### src/rtl/ldpc_pkg.sv
package ldpc_pkg;

    // Base matrix geometry and lifting
    localparam int Z     = 4;
    localparam int BR    = 2;
    localparam int BC    = 4;
    localparam int N_VAR = BC * Z;
    localparam int N_CHK = BR * Z;
    localparam int N_EDGE = N_CHK * BC;   // Every base entry is present

    // Messages are signed, positive means bit 0
    localparam int LLR_W   = 5;
    localparam int MSG_MAX = 15;
    localparam int SUM_W   = 8;
    localparam int CIDX_W  = $clog2(BC);

    // Cyclic shift per base entry, indexed [block row][block column]
    localparam int SHIFT [BR][BC] = '{'{0, 1, 2, 3}, '{2, 0, 3, 1}};

    localparam int MAX_ITER = 8;
    localparam int ITER_W   = 4;

    localparam int IN_CREDITS  = 2;
    localparam int OUT_CREDITS = 2;
    localparam int Q_PTR_W     = $clog2(IN_CREDITS);
    localparam int Q_CNT_W     = $clog2(IN_CREDITS + 1);
    localparam int OCR_W       = $clog2(OUT_CREDITS + 1);

    // Variable attached to column col of check chk
    function automatic int var_of(int chk, int col);
        return col * Z + ((chk % Z) + SHIFT[chk / Z][col]) % Z;
    endfunction

    // Check-ordered edge index of variable vidx in block row row
    function automatic int edge_of(int vidx, int row);
        int col;
        int t;
        col = vidx / Z;
        t = vidx % Z;
        return (row * Z + (t - SHIFT[row][col] + Z) % Z) * BC + col;
    endfunction

endpackage

### src/rtl/cnu.sv
`timescale 1ns/1ps

module cnu (
    input  logic [ldpc_pkg::BC*ldpc_pkg::LLR_W-1:0] v2c_in,
    output logic [ldpc_pkg::BC*ldpc_pkg::LLR_W-1:0] c2v_out
);

    logic signed [ldpc_pkg::LLR_W-1:0] msg [ldpc_pkg::BC];
    logic [ldpc_pkg::LLR_W-1:0] mag [ldpc_pkg::BC];
    logic [ldpc_pkg::BC-1:0] sgn;
    logic [ldpc_pkg::LLR_W-1:0] min1;
    logic [ldpc_pkg::LLR_W-1:0] min2;
    logic [ldpc_pkg::CIDX_W-1:0] min_idx;
    logic parity;

    always_comb begin
        for (int k = 0; k < ldpc_pkg::BC; k++) begin
            msg[k] = v2c_in[k*ldpc_pkg::LLR_W +: ldpc_pkg::LLR_W];
            sgn[k] = msg[k][ldpc_pkg::LLR_W-1];
            mag[k] = sgn[k] ? -msg[k] : msg[k];   // Unsigned, so -16 reads as 16
        end
    end

    // Two smallest magnitudes and where the smallest sits
    always_comb begin
        min1 = '1;
        min2 = '1;
        min_idx = '0;
        for (int k = 0; k < ldpc_pkg::BC; k++) begin
            if (mag[k] < min1) begin
                min2 = min1;
                min1 = mag[k];
                min_idx = ldpc_pkg::CIDX_W'(k);
            end else if (mag[k] < min2) begin
                min2 = mag[k];
            end
        end
    end

    assign parity = ^sgn;

    always_comb begin
        logic [ldpc_pkg::LLR_W-1:0] sel;
        for (int k = 0; k < ldpc_pkg::BC; k++) begin
            sel = (ldpc_pkg::CIDX_W'(k) == min_idx) ? min2 : min1;   // Exclude own edge
            if (sel > ldpc_pkg::MSG_MAX)
                sel = ldpc_pkg::LLR_W'(ldpc_pkg::MSG_MAX);
            c2v_out[k*ldpc_pkg::LLR_W +: ldpc_pkg::LLR_W] = (parity ^ sgn[k]) ? -sel : sel;
        end
    end

    // A VNU that fails to saturate shows up here as a -16 input
    always_comb begin
        for (int k = 0; k < ldpc_pkg::BC; k++) begin
            assert (mag[k] <= ldpc_pkg::MSG_MAX)
                else $error("cnu input magnitude above MSG_MAX on edge %0d", k);
        end
    end

endmodule

### src/rtl/cnu_bank.sv
`timescale 1ns/1ps

module cnu_bank (
    input  logic clk,
    input  logic rst,
    input  logic start,
    input  logic step,
    input  logic [ldpc_pkg::N_EDGE*ldpc_pkg::LLR_W-1:0] v2c,
    output logic [ldpc_pkg::N_EDGE*ldpc_pkg::LLR_W-1:0] c2v
);

    logic [ldpc_pkg::N_EDGE*ldpc_pkg::LLR_W-1:0] c2v_next;
    logic [ldpc_pkg::N_EDGE*ldpc_pkg::LLR_W-1:0] c2v_q;   // Held in check order

    // v2c arrives grouped by check, four edges each
    for (genvar c = 0; c < ldpc_pkg::N_CHK; c++) begin : g_chk
        cnu u_cnu (
            .v2c_in  (v2c[c*ldpc_pkg::BC*ldpc_pkg::LLR_W +: ldpc_pkg::BC*ldpc_pkg::LLR_W]),
            .c2v_out (c2v_next[c*ldpc_pkg::BC*ldpc_pkg::LLR_W +: ldpc_pkg::BC*ldpc_pkg::LLR_W])
        );
    end

    always_ff @(posedge clk or posedge rst) begin
        if (rst) begin
            c2v_q <= '0;
        end else if (start) begin
            c2v_q <= '0;   // Fresh frame starts from channel LLRs alone
        end else if (step) begin
            c2v_q <= c2v_next;
        end
    end

    // Regroup by variable through the shift table, two block rows per variable
    for (genvar v = 0; v < ldpc_pkg::N_VAR; v++) begin : g_var
        for (genvar i = 0; i < ldpc_pkg::BR; i++) begin : g_row
            assign c2v[(v*ldpc_pkg::BR+i)*ldpc_pkg::LLR_W +: ldpc_pkg::LLR_W] =
                c2v_q[ldpc_pkg::edge_of(v, i)*ldpc_pkg::LLR_W +: ldpc_pkg::LLR_W];
        end
    end

endmodule

### src/rtl/ldpc_decoder.sv
`timescale 1ns/1ps

module ldpc_decoder (
    input  logic clk,
    input  logic rst,
    input  logic in_valid,
    input  logic [ldpc_pkg::N_VAR*ldpc_pkg::LLR_W-1:0] in_llr,
    output logic in_credit,
    output logic out_valid,
    output logic [ldpc_pkg::N_VAR-1:0] out_bits,
    output logic [ldpc_pkg::ITER_W-1:0] out_iters,
    output logic out_ok,
    input  logic out_credit
);

    logic [ldpc_pkg::N_VAR*ldpc_pkg::LLR_W-1:0] q_mem [ldpc_pkg::IN_CREDITS];
    logic [ldpc_pkg::Q_PTR_W-1:0] q_wr;
    logic [ldpc_pkg::Q_PTR_W-1:0] q_rd;
    logic [ldpc_pkg::Q_CNT_W-1:0] q_cnt;

    logic busy;
    logic hold;    // Finished result waiting for an output credit
    logic [ldpc_pkg::ITER_W-1:0] iter;
    logic [ldpc_pkg::OCR_W-1:0] out_cnt;
    logic [ldpc_pkg::N_VAR*ldpc_pkg::LLR_W-1:0] chan_llr;

    logic [ldpc_pkg::N_EDGE*ldpc_pkg::LLR_W-1:0] v2c;
    logic [ldpc_pkg::N_EDGE*ldpc_pkg::LLR_W-1:0] c2v;
    logic [ldpc_pkg::N_VAR-1:0] dec;
    logic syn_zero;

    logic load;
    logic finish;
    logic step;
    logic issue;

    // A new frame only loads once the previous result has left
    assign load   = !busy && !hold && !out_valid && (q_cnt != '0);
    assign finish = busy && (syn_zero || iter == ldpc_pkg::ITER_W'(ldpc_pkg::MAX_ITER));
    assign step   = busy && !finish;
    assign issue  = (finish || hold) && (out_cnt != '0);
    assign in_credit = load;

    always_ff @(posedge clk) begin
        if (in_valid)
            q_mem[q_wr] <= in_llr;
    end

    always_ff @(posedge clk or posedge rst) begin
        if (rst) begin
            q_wr  <= '0;
            q_rd  <= '0;
            q_cnt <= '0;
        end else begin
            if (in_valid)
                q_wr <= q_wr + 1'b1;
            if (load)
                q_rd <= q_rd + 1'b1;
            q_cnt <= q_cnt + ldpc_pkg::Q_CNT_W'(in_valid) - ldpc_pkg::Q_CNT_W'(load);
        end
    end

    always_ff @(posedge clk or posedge rst) begin
        if (rst) begin
            busy      <= 1'b0;
            hold      <= 1'b0;
            iter      <= '0;
            out_valid <= 1'b0;
            out_cnt   <= ldpc_pkg::OCR_W'(ldpc_pkg::OUT_CREDITS);
        end else begin
            out_valid <= issue;
            out_cnt   <= out_cnt - ldpc_pkg::OCR_W'(issue) + ldpc_pkg::OCR_W'(out_credit);
            if (load) begin
                busy <= 1'b1;
                iter <= '0;
            end else if (step) begin
                iter <= iter + 1'b1;
            end else if (finish) begin
                busy <= 1'b0;
                hold <= !issue;
            end else if (hold && issue) begin
                hold <= 1'b0;
            end
        end
    end

    // Frame and result payload
    always_ff @(posedge clk) begin
        if (load)
            chan_llr <= q_mem[q_rd];
        if (finish) begin
            out_bits  <= dec;
            out_iters <= iter;   // CNU updates done so far
            out_ok    <= syn_zero;
        end
    end

    cnu_bank u_cnu_bank (
        .clk   (clk),
        .rst   (rst),
        .start (load),
        .step  (step),
        .v2c   (v2c),
        .c2v   (c2v)
    );

    vnu_bank u_vnu_bank (
        .chan_llr (chan_llr),
        .c2v      (c2v),
        .v2c      (v2c),
        .dec      (dec)
    );

    syndrome_check u_syndrome_check (
        .dec      (dec),
        .syn_zero (syn_zero)
    );

    // Source must respect the two input credits
    a_no_overflow: assert property (@(posedge clk) disable iff (rst)
        in_valid |-> q_cnt < ldpc_pkg::IN_CREDITS);

    a_out_credit: assert property (@(posedge clk) disable iff (rst)
        out_valid |-> $past(out_cnt) != '0);

    a_credit_max: assert property (@(posedge clk) disable iff (rst)
        out_cnt <= ldpc_pkg::OUT_CREDITS);

endmodule

### src/rtl/syndrome_check.sv
`timescale 1ns/1ps

module syndrome_check (
    input  logic [ldpc_pkg::N_VAR-1:0] dec,
    output logic syn_zero
);

    logic [ldpc_pkg::N_CHK-1:0] parity;

    for (genvar c = 0; c < ldpc_pkg::N_CHK; c++) begin : g_chk
        logic [ldpc_pkg::BC-1:0] bits;

        // One connected bit from each block column
        for (genvar j = 0; j < ldpc_pkg::BC; j++) begin : g_col
            assign bits[j] = dec[ldpc_pkg::var_of(c, j)];
        end

        assign parity[c] = ^bits;
    end

    assign syn_zero = ~|parity;   // Valid codeword when every check is even

endmodule

### src/rtl/vnu.sv
`timescale 1ns/1ps

module vnu (
    input  logic signed [ldpc_pkg::LLR_W-1:0] llr,
    input  logic [ldpc_pkg::BR*ldpc_pkg::LLR_W-1:0] c2v_in,
    output logic [ldpc_pkg::BR*ldpc_pkg::LLR_W-1:0] v2c_out,
    output logic dec
);

    logic signed [ldpc_pkg::LLR_W-1:0] cin [ldpc_pkg::BR];
    logic signed [ldpc_pkg::SUM_W-1:0] total;
    logic signed [ldpc_pkg::SUM_W-1:0] ext [ldpc_pkg::BR];

    always_comb begin
        total = ldpc_pkg::SUM_W'(llr);
        for (int k = 0; k < ldpc_pkg::BR; k++) begin
            cin[k] = c2v_in[k*ldpc_pkg::LLR_W +: ldpc_pkg::LLR_W];
            total = total + ldpc_pkg::SUM_W'(cin[k]);
        end
    end

    assign dec = total[ldpc_pkg::SUM_W-1];   // Negative total decides a 1

    // Extrinsic message per edge, clamped to the message range
    always_comb begin
        for (int k = 0; k < ldpc_pkg::BR; k++) begin
            ext[k] = total - ldpc_pkg::SUM_W'(cin[k]);
            if (ext[k] > ldpc_pkg::MSG_MAX)
                ext[k] = ldpc_pkg::SUM_W'(ldpc_pkg::MSG_MAX);
            else if (ext[k] < -ldpc_pkg::MSG_MAX)
                ext[k] = ldpc_pkg::SUM_W'(-ldpc_pkg::MSG_MAX);
            v2c_out[k*ldpc_pkg::LLR_W +: ldpc_pkg::LLR_W] = ldpc_pkg::LLR_W'(ext[k]);
        end
    end

endmodule

### src/rtl/vnu_bank.sv
`timescale 1ns/1ps

module vnu_bank (
    input  logic [ldpc_pkg::N_VAR*ldpc_pkg::LLR_W-1:0] chan_llr,
    input  logic [ldpc_pkg::N_EDGE*ldpc_pkg::LLR_W-1:0] c2v,
    output logic [ldpc_pkg::N_EDGE*ldpc_pkg::LLR_W-1:0] v2c,
    output logic [ldpc_pkg::N_VAR-1:0] dec
);

    for (genvar v = 0; v < ldpc_pkg::N_VAR; v++) begin : g_var
        logic [ldpc_pkg::BR*ldpc_pkg::LLR_W-1:0] v_out;

        // c2v is grouped by variable, one message per block row
        vnu u_vnu (
            .llr     (chan_llr[v*ldpc_pkg::LLR_W +: ldpc_pkg::LLR_W]),
            .c2v_in  (c2v[v*ldpc_pkg::BR*ldpc_pkg::LLR_W +: ldpc_pkg::BR*ldpc_pkg::LLR_W]),
            .v2c_out (v_out),
            .dec     (dec[v])
        );

        // Inverse shift puts each message back on its check edge
        for (genvar i = 0; i < ldpc_pkg::BR; i++) begin : g_row
            assign v2c[ldpc_pkg::edge_of(v, i)*ldpc_pkg::LLR_W +: ldpc_pkg::LLR_W] =
                v_out[i*ldpc_pkg::LLR_W +: ldpc_pkg::LLR_W];
        end
    end

endmodule

### config.mk
export PLATFORM = sky130hd
export DESIGN_NAME = ldpc_decoder
export DESIGN_NICKNAME = d
export VERILOG_FILES = /design/src/rtl/ldpc_pkg.sv /design/src/rtl/cnu.sv /design/src/rtl/cnu_bank.sv /design/src/rtl/ldpc_decoder.sv /design/src/rtl/syndrome_check.sv /design/src/rtl/vnu.sv /design/src/rtl/vnu_bank.sv
export SDC_FILE = /design/constraint.sdc
export NUM_CORES = 2
export LEC_CHECK = 0
export ABC_AREA = 1
export ABC_CLOCK_PERIOD_IN_PS = 13570
export BUFFER_PORTS_ARGS = -buffer_cell sky130_fd_sc_hd__buf_2
export CAP_MARGIN = 30
export CELL_PAD_IN_SITES_DETAIL_PLACEMENT = 1
export CELL_PAD_IN_SITES_GLOBAL_PLACEMENT = 1
export CORE_ASPECT_RATIO = 1.75
export CORE_MARGIN = 3
export CORE_UTILIZATION = 49
export DETAILED_ROUTE_END_ITERATION = 12
export PLACE_DENSITY_LB_ADDON = 0.1
export SETUP_SLACK_MARGIN = 0.3
export SLEW_MARGIN = 20
export SYNTH_ARGS = -nofsm -noshare
export SYNTH_HDL_FRONTEND = slang
export SYNTH_SLANG_ARGS = --single-unit
### constraint.sdc
create_clock -name clk -period 13.57 [get_ports clk]
set_clock_uncertainty 0.15 [all_clocks]
set_input_delay 1.357 -clock clk [delete_from_list [all_inputs] [get_ports clk]]
set_output_delay 1.357 -clock clk [all_outputs]
set_load 0.01 [all_outputs]
==> summary.txt <==
Clock tree
  – CTS tree: yes
  – Post-cts resize count: 0
  – Worst-skew pair later-pin latency: 640 ps
  – H-Tree Depth: 2
  – Root buffer cell: clkbuf_16
  – Setup Buffers After CTS: 0
  – Clk buf depth: 3
  – TritonCTS buffer count: 50
  – CTS Hold Buffers Added: 0
  – Reg clk slew, reported paths: 70 ps
  – Clock Sinks: 434

GRT
  – Vias in the first global route: 46510
  – Global route overflow: 0
  – First-pass GRT wire length: 236.3 mm
  – Tot GR Track Use: 30.15%
  – Largest net degree at the start of global routing: 76
  – Antenna violations before repair: 6

Worst setup path
  – Arrival time worst endpoint: 10700 ps
  – Reg2Reg Setup Slack: 3220 ps
  – Worst-path fanout max: 20
  – Reg2reg start: chan_llr[5]$_DFFE_PP_
  – Crit start category: flip-flop
  – CP endpoint kind: flip-flop
  – Worst R2R End: u_cnu_bank.c2v_q[142]$_DFFE_PP0N_
  – CP Capture Point: u_cnu_bank.c2v_q[142]$_DFFE_PP0N_
  – Critical Path RT: 13920 ps
  – Crit path top cell by count: nand2_1
  – Critical Path Source: chan_llr[5]$_DFFE_PP_
  – Kind of critical path: reg2reg
  – CP peak stage delay: 720 ps
  – Critical-path top delay cell: a211oi_1
  – FF-to-FF path depth: 48

Floorplan
  – Die height: 411.2 µm
  – Ports: 107
  – Core area: 0.09296 mm²
  – Die ar.: 0.09770 mm²
  – Row count: 148
  – Initial Utilization: 49.46%
  – Die X: 237.6 µm

Route
  – DR WL met2: 81.04 mm
  – Total number of vias: 42500
  – Routed wire length: 147.8 mm
  – DR vias/cell: 5.664
  – Wire length per cell: 19.69 µm
  – Metal3 WL: 3.871 mm
  – Top Metal Used: met5
  – Initial DRC count: 1547
  – First-pass DRT Iterations: 4
  – Wire length on met1: 53.71 mm
  – ANT nets after route: 0
  – DRC Markers: 0

Synthesis
  – Syn Inst Count: 6134
  – Yosys reg bits: 434
  – Yosys top cell by area: edfxtp_1
  – Sequential area share after synthesis: 26.46%
  – Synth cell types: 69
  – Syn_nets: 6885
  – Commonest cells post-synth: nand2_1 (1477), inv_1 (924), nand3_1 (545)
  – Synth top area share: 17.04%
  – Top cells by area, synth: edfxtp_1 (17%), ha_1 (15%), nand2_1 (12%)
  – Mapped Area: 0.04598 mm²
  – Syn Area/Cell: 7.496 µm²
  – Number of flops mapped to enable cells by yosys: 261
  – Ys async rst share: 39.86%
  – Yosys warns: 0
  – Primary FF master, synth: edfxtp_1
  – Most common cell in the netlist: nand2_1

STA
  – Final worst slack: 3218 ps
  – Finish-stage setup viols: 0
  – Minimum clock period: 10350 ps
  – Slew HR: 28.27%
  – Fin. Hold Viols: 0
  – RSZ-0062 raised after global routing: no
  – Slew @ Worst Pin: 1068 ps
  – Final Slew Violations: 0
  – FMAX: 0.09660 GHz
  – Setup TNS Final: 0 ps
  – Post-route clock period utilization: 76.28%

Worst hold path
  – Path type of the worst min-delay path: reg2reg
  – Hold Crit Start: iter[1]$_DFFE_PP0N_

Placed design
  – Placer Congestion: 0.9715
  – Pre-CTS WS: 3332 ps
  – IO Port Bufs: 106
  – Dpl hpwl: 119.4 mm

Cells and area
  – Nets@finish: 7011
  – Share of layout cells above drive strength 1: 8.680%
  – Area growth syn-to-layout: 8.188%

Job
  – Max Cap Violations: 0

Status
  – Status: complete, no violations
through the flow:
step	std cells	utilization [%]	cell area, µm²	hold slack [ps]
6_report	7504	53.51	49750	363.3
5_1_grt	7502	53.51	49740	390.4
4_1_cts	7501	53.50	49740	361.7
3_5_place_dp	7407	51.64	48000	348.6
3_3_place_gp	7405	51.60	47970	315.6
2_1_floorplan	6134	-	45980	297.4
worst max-delay path, delay by kind of cell (launching register included):
kind / cells / cell delay (ps)
AOI/OAI and AO/OA: 12 / 3180
and+or+nand+nor: 22 / 3140
adders and majority gates: 9 / 2720
DFF: 1 / 470
buffers and inverters: 4 / 360
xor gates and xnor gates: 1 / 190
flip-flops by register name, indices dropped and copies added (netlist names), 2 cells and up:
signal,flops
q_mem,160
out_iters,4
iter,4
q_cnt,2
u_cnu_bank.c2v_q,160
chan_llr,80
out_bits,16
out_cnt,2
cell type report:
cell class	instances	area [µm²]
Antenna cell	2	5.005
Clock buffer	63	1424
Multi-Input combinational cell	4654	29830
Inverter	977	3681
Tap cell	1200	1501
Timing Repair Buffer	143	823.3
Clock inverter	31	312.8
Fill cell	11900	43210
Sequential cell	434	12170
placed cells by master (no fill, tap or decap), types with 107 or more instances in the layout:
cell type	synthesis	final
a21oi_1	249	248
buf_2	17	107
dfrtp_1	172	171
edfxtp_1	261	261
fa_1	128	128
ha_1	539	539
inv_1	924	922
nand2_1	1477	1476
nand3_1	545	545
nor2_1	324	323
o21ai_0	329	328
xor2_1	196	196
worst min-delay path by stage:
stage / to / slack (ps) / depth (start not counted)
4_1_cts: out_iters[1]$_DFFE_PP_ / 360 / 0
2_1_floorplan: out_iters[3]$_DFFE_PP_ / 300 / 0
6_report: out_iters[1]$_DFFE_PP_ / 360 / 0
3_5_place_dp: out_iters[1]$_DFFE_PP_ / 350 / 0
3_3_place_gp: out_iters[3]$_DFFE_PP_ / 320 / 0
5_1_grt: out_iters[3]$_DFFE_PP_ / 390 / 0
per-layer routing:
layer	GRT usage [%]	vias up
met5	0	-
met1	30.13	20870
met3	2.846	385
li1	-	20580
met4	16.18	8
met2	60.41	658
cells by family after synthesis:
logic type	Yosys count	share of synthesized area, %
adder cells (fa/ha/maj)	667	20.24
multiplexers	80	1.959
flip-flops	434	26.46
XOR/XNOR	275	5.279
AO/OA/AOI/OAI	895	11.09
buffers and inverters	1046	8.751
AND/OR/NAND/NOR	2737	26.21
Power is not shown: default switching activity piles up to over one toggle a cycle in this logic, so the estimate is an artifact.
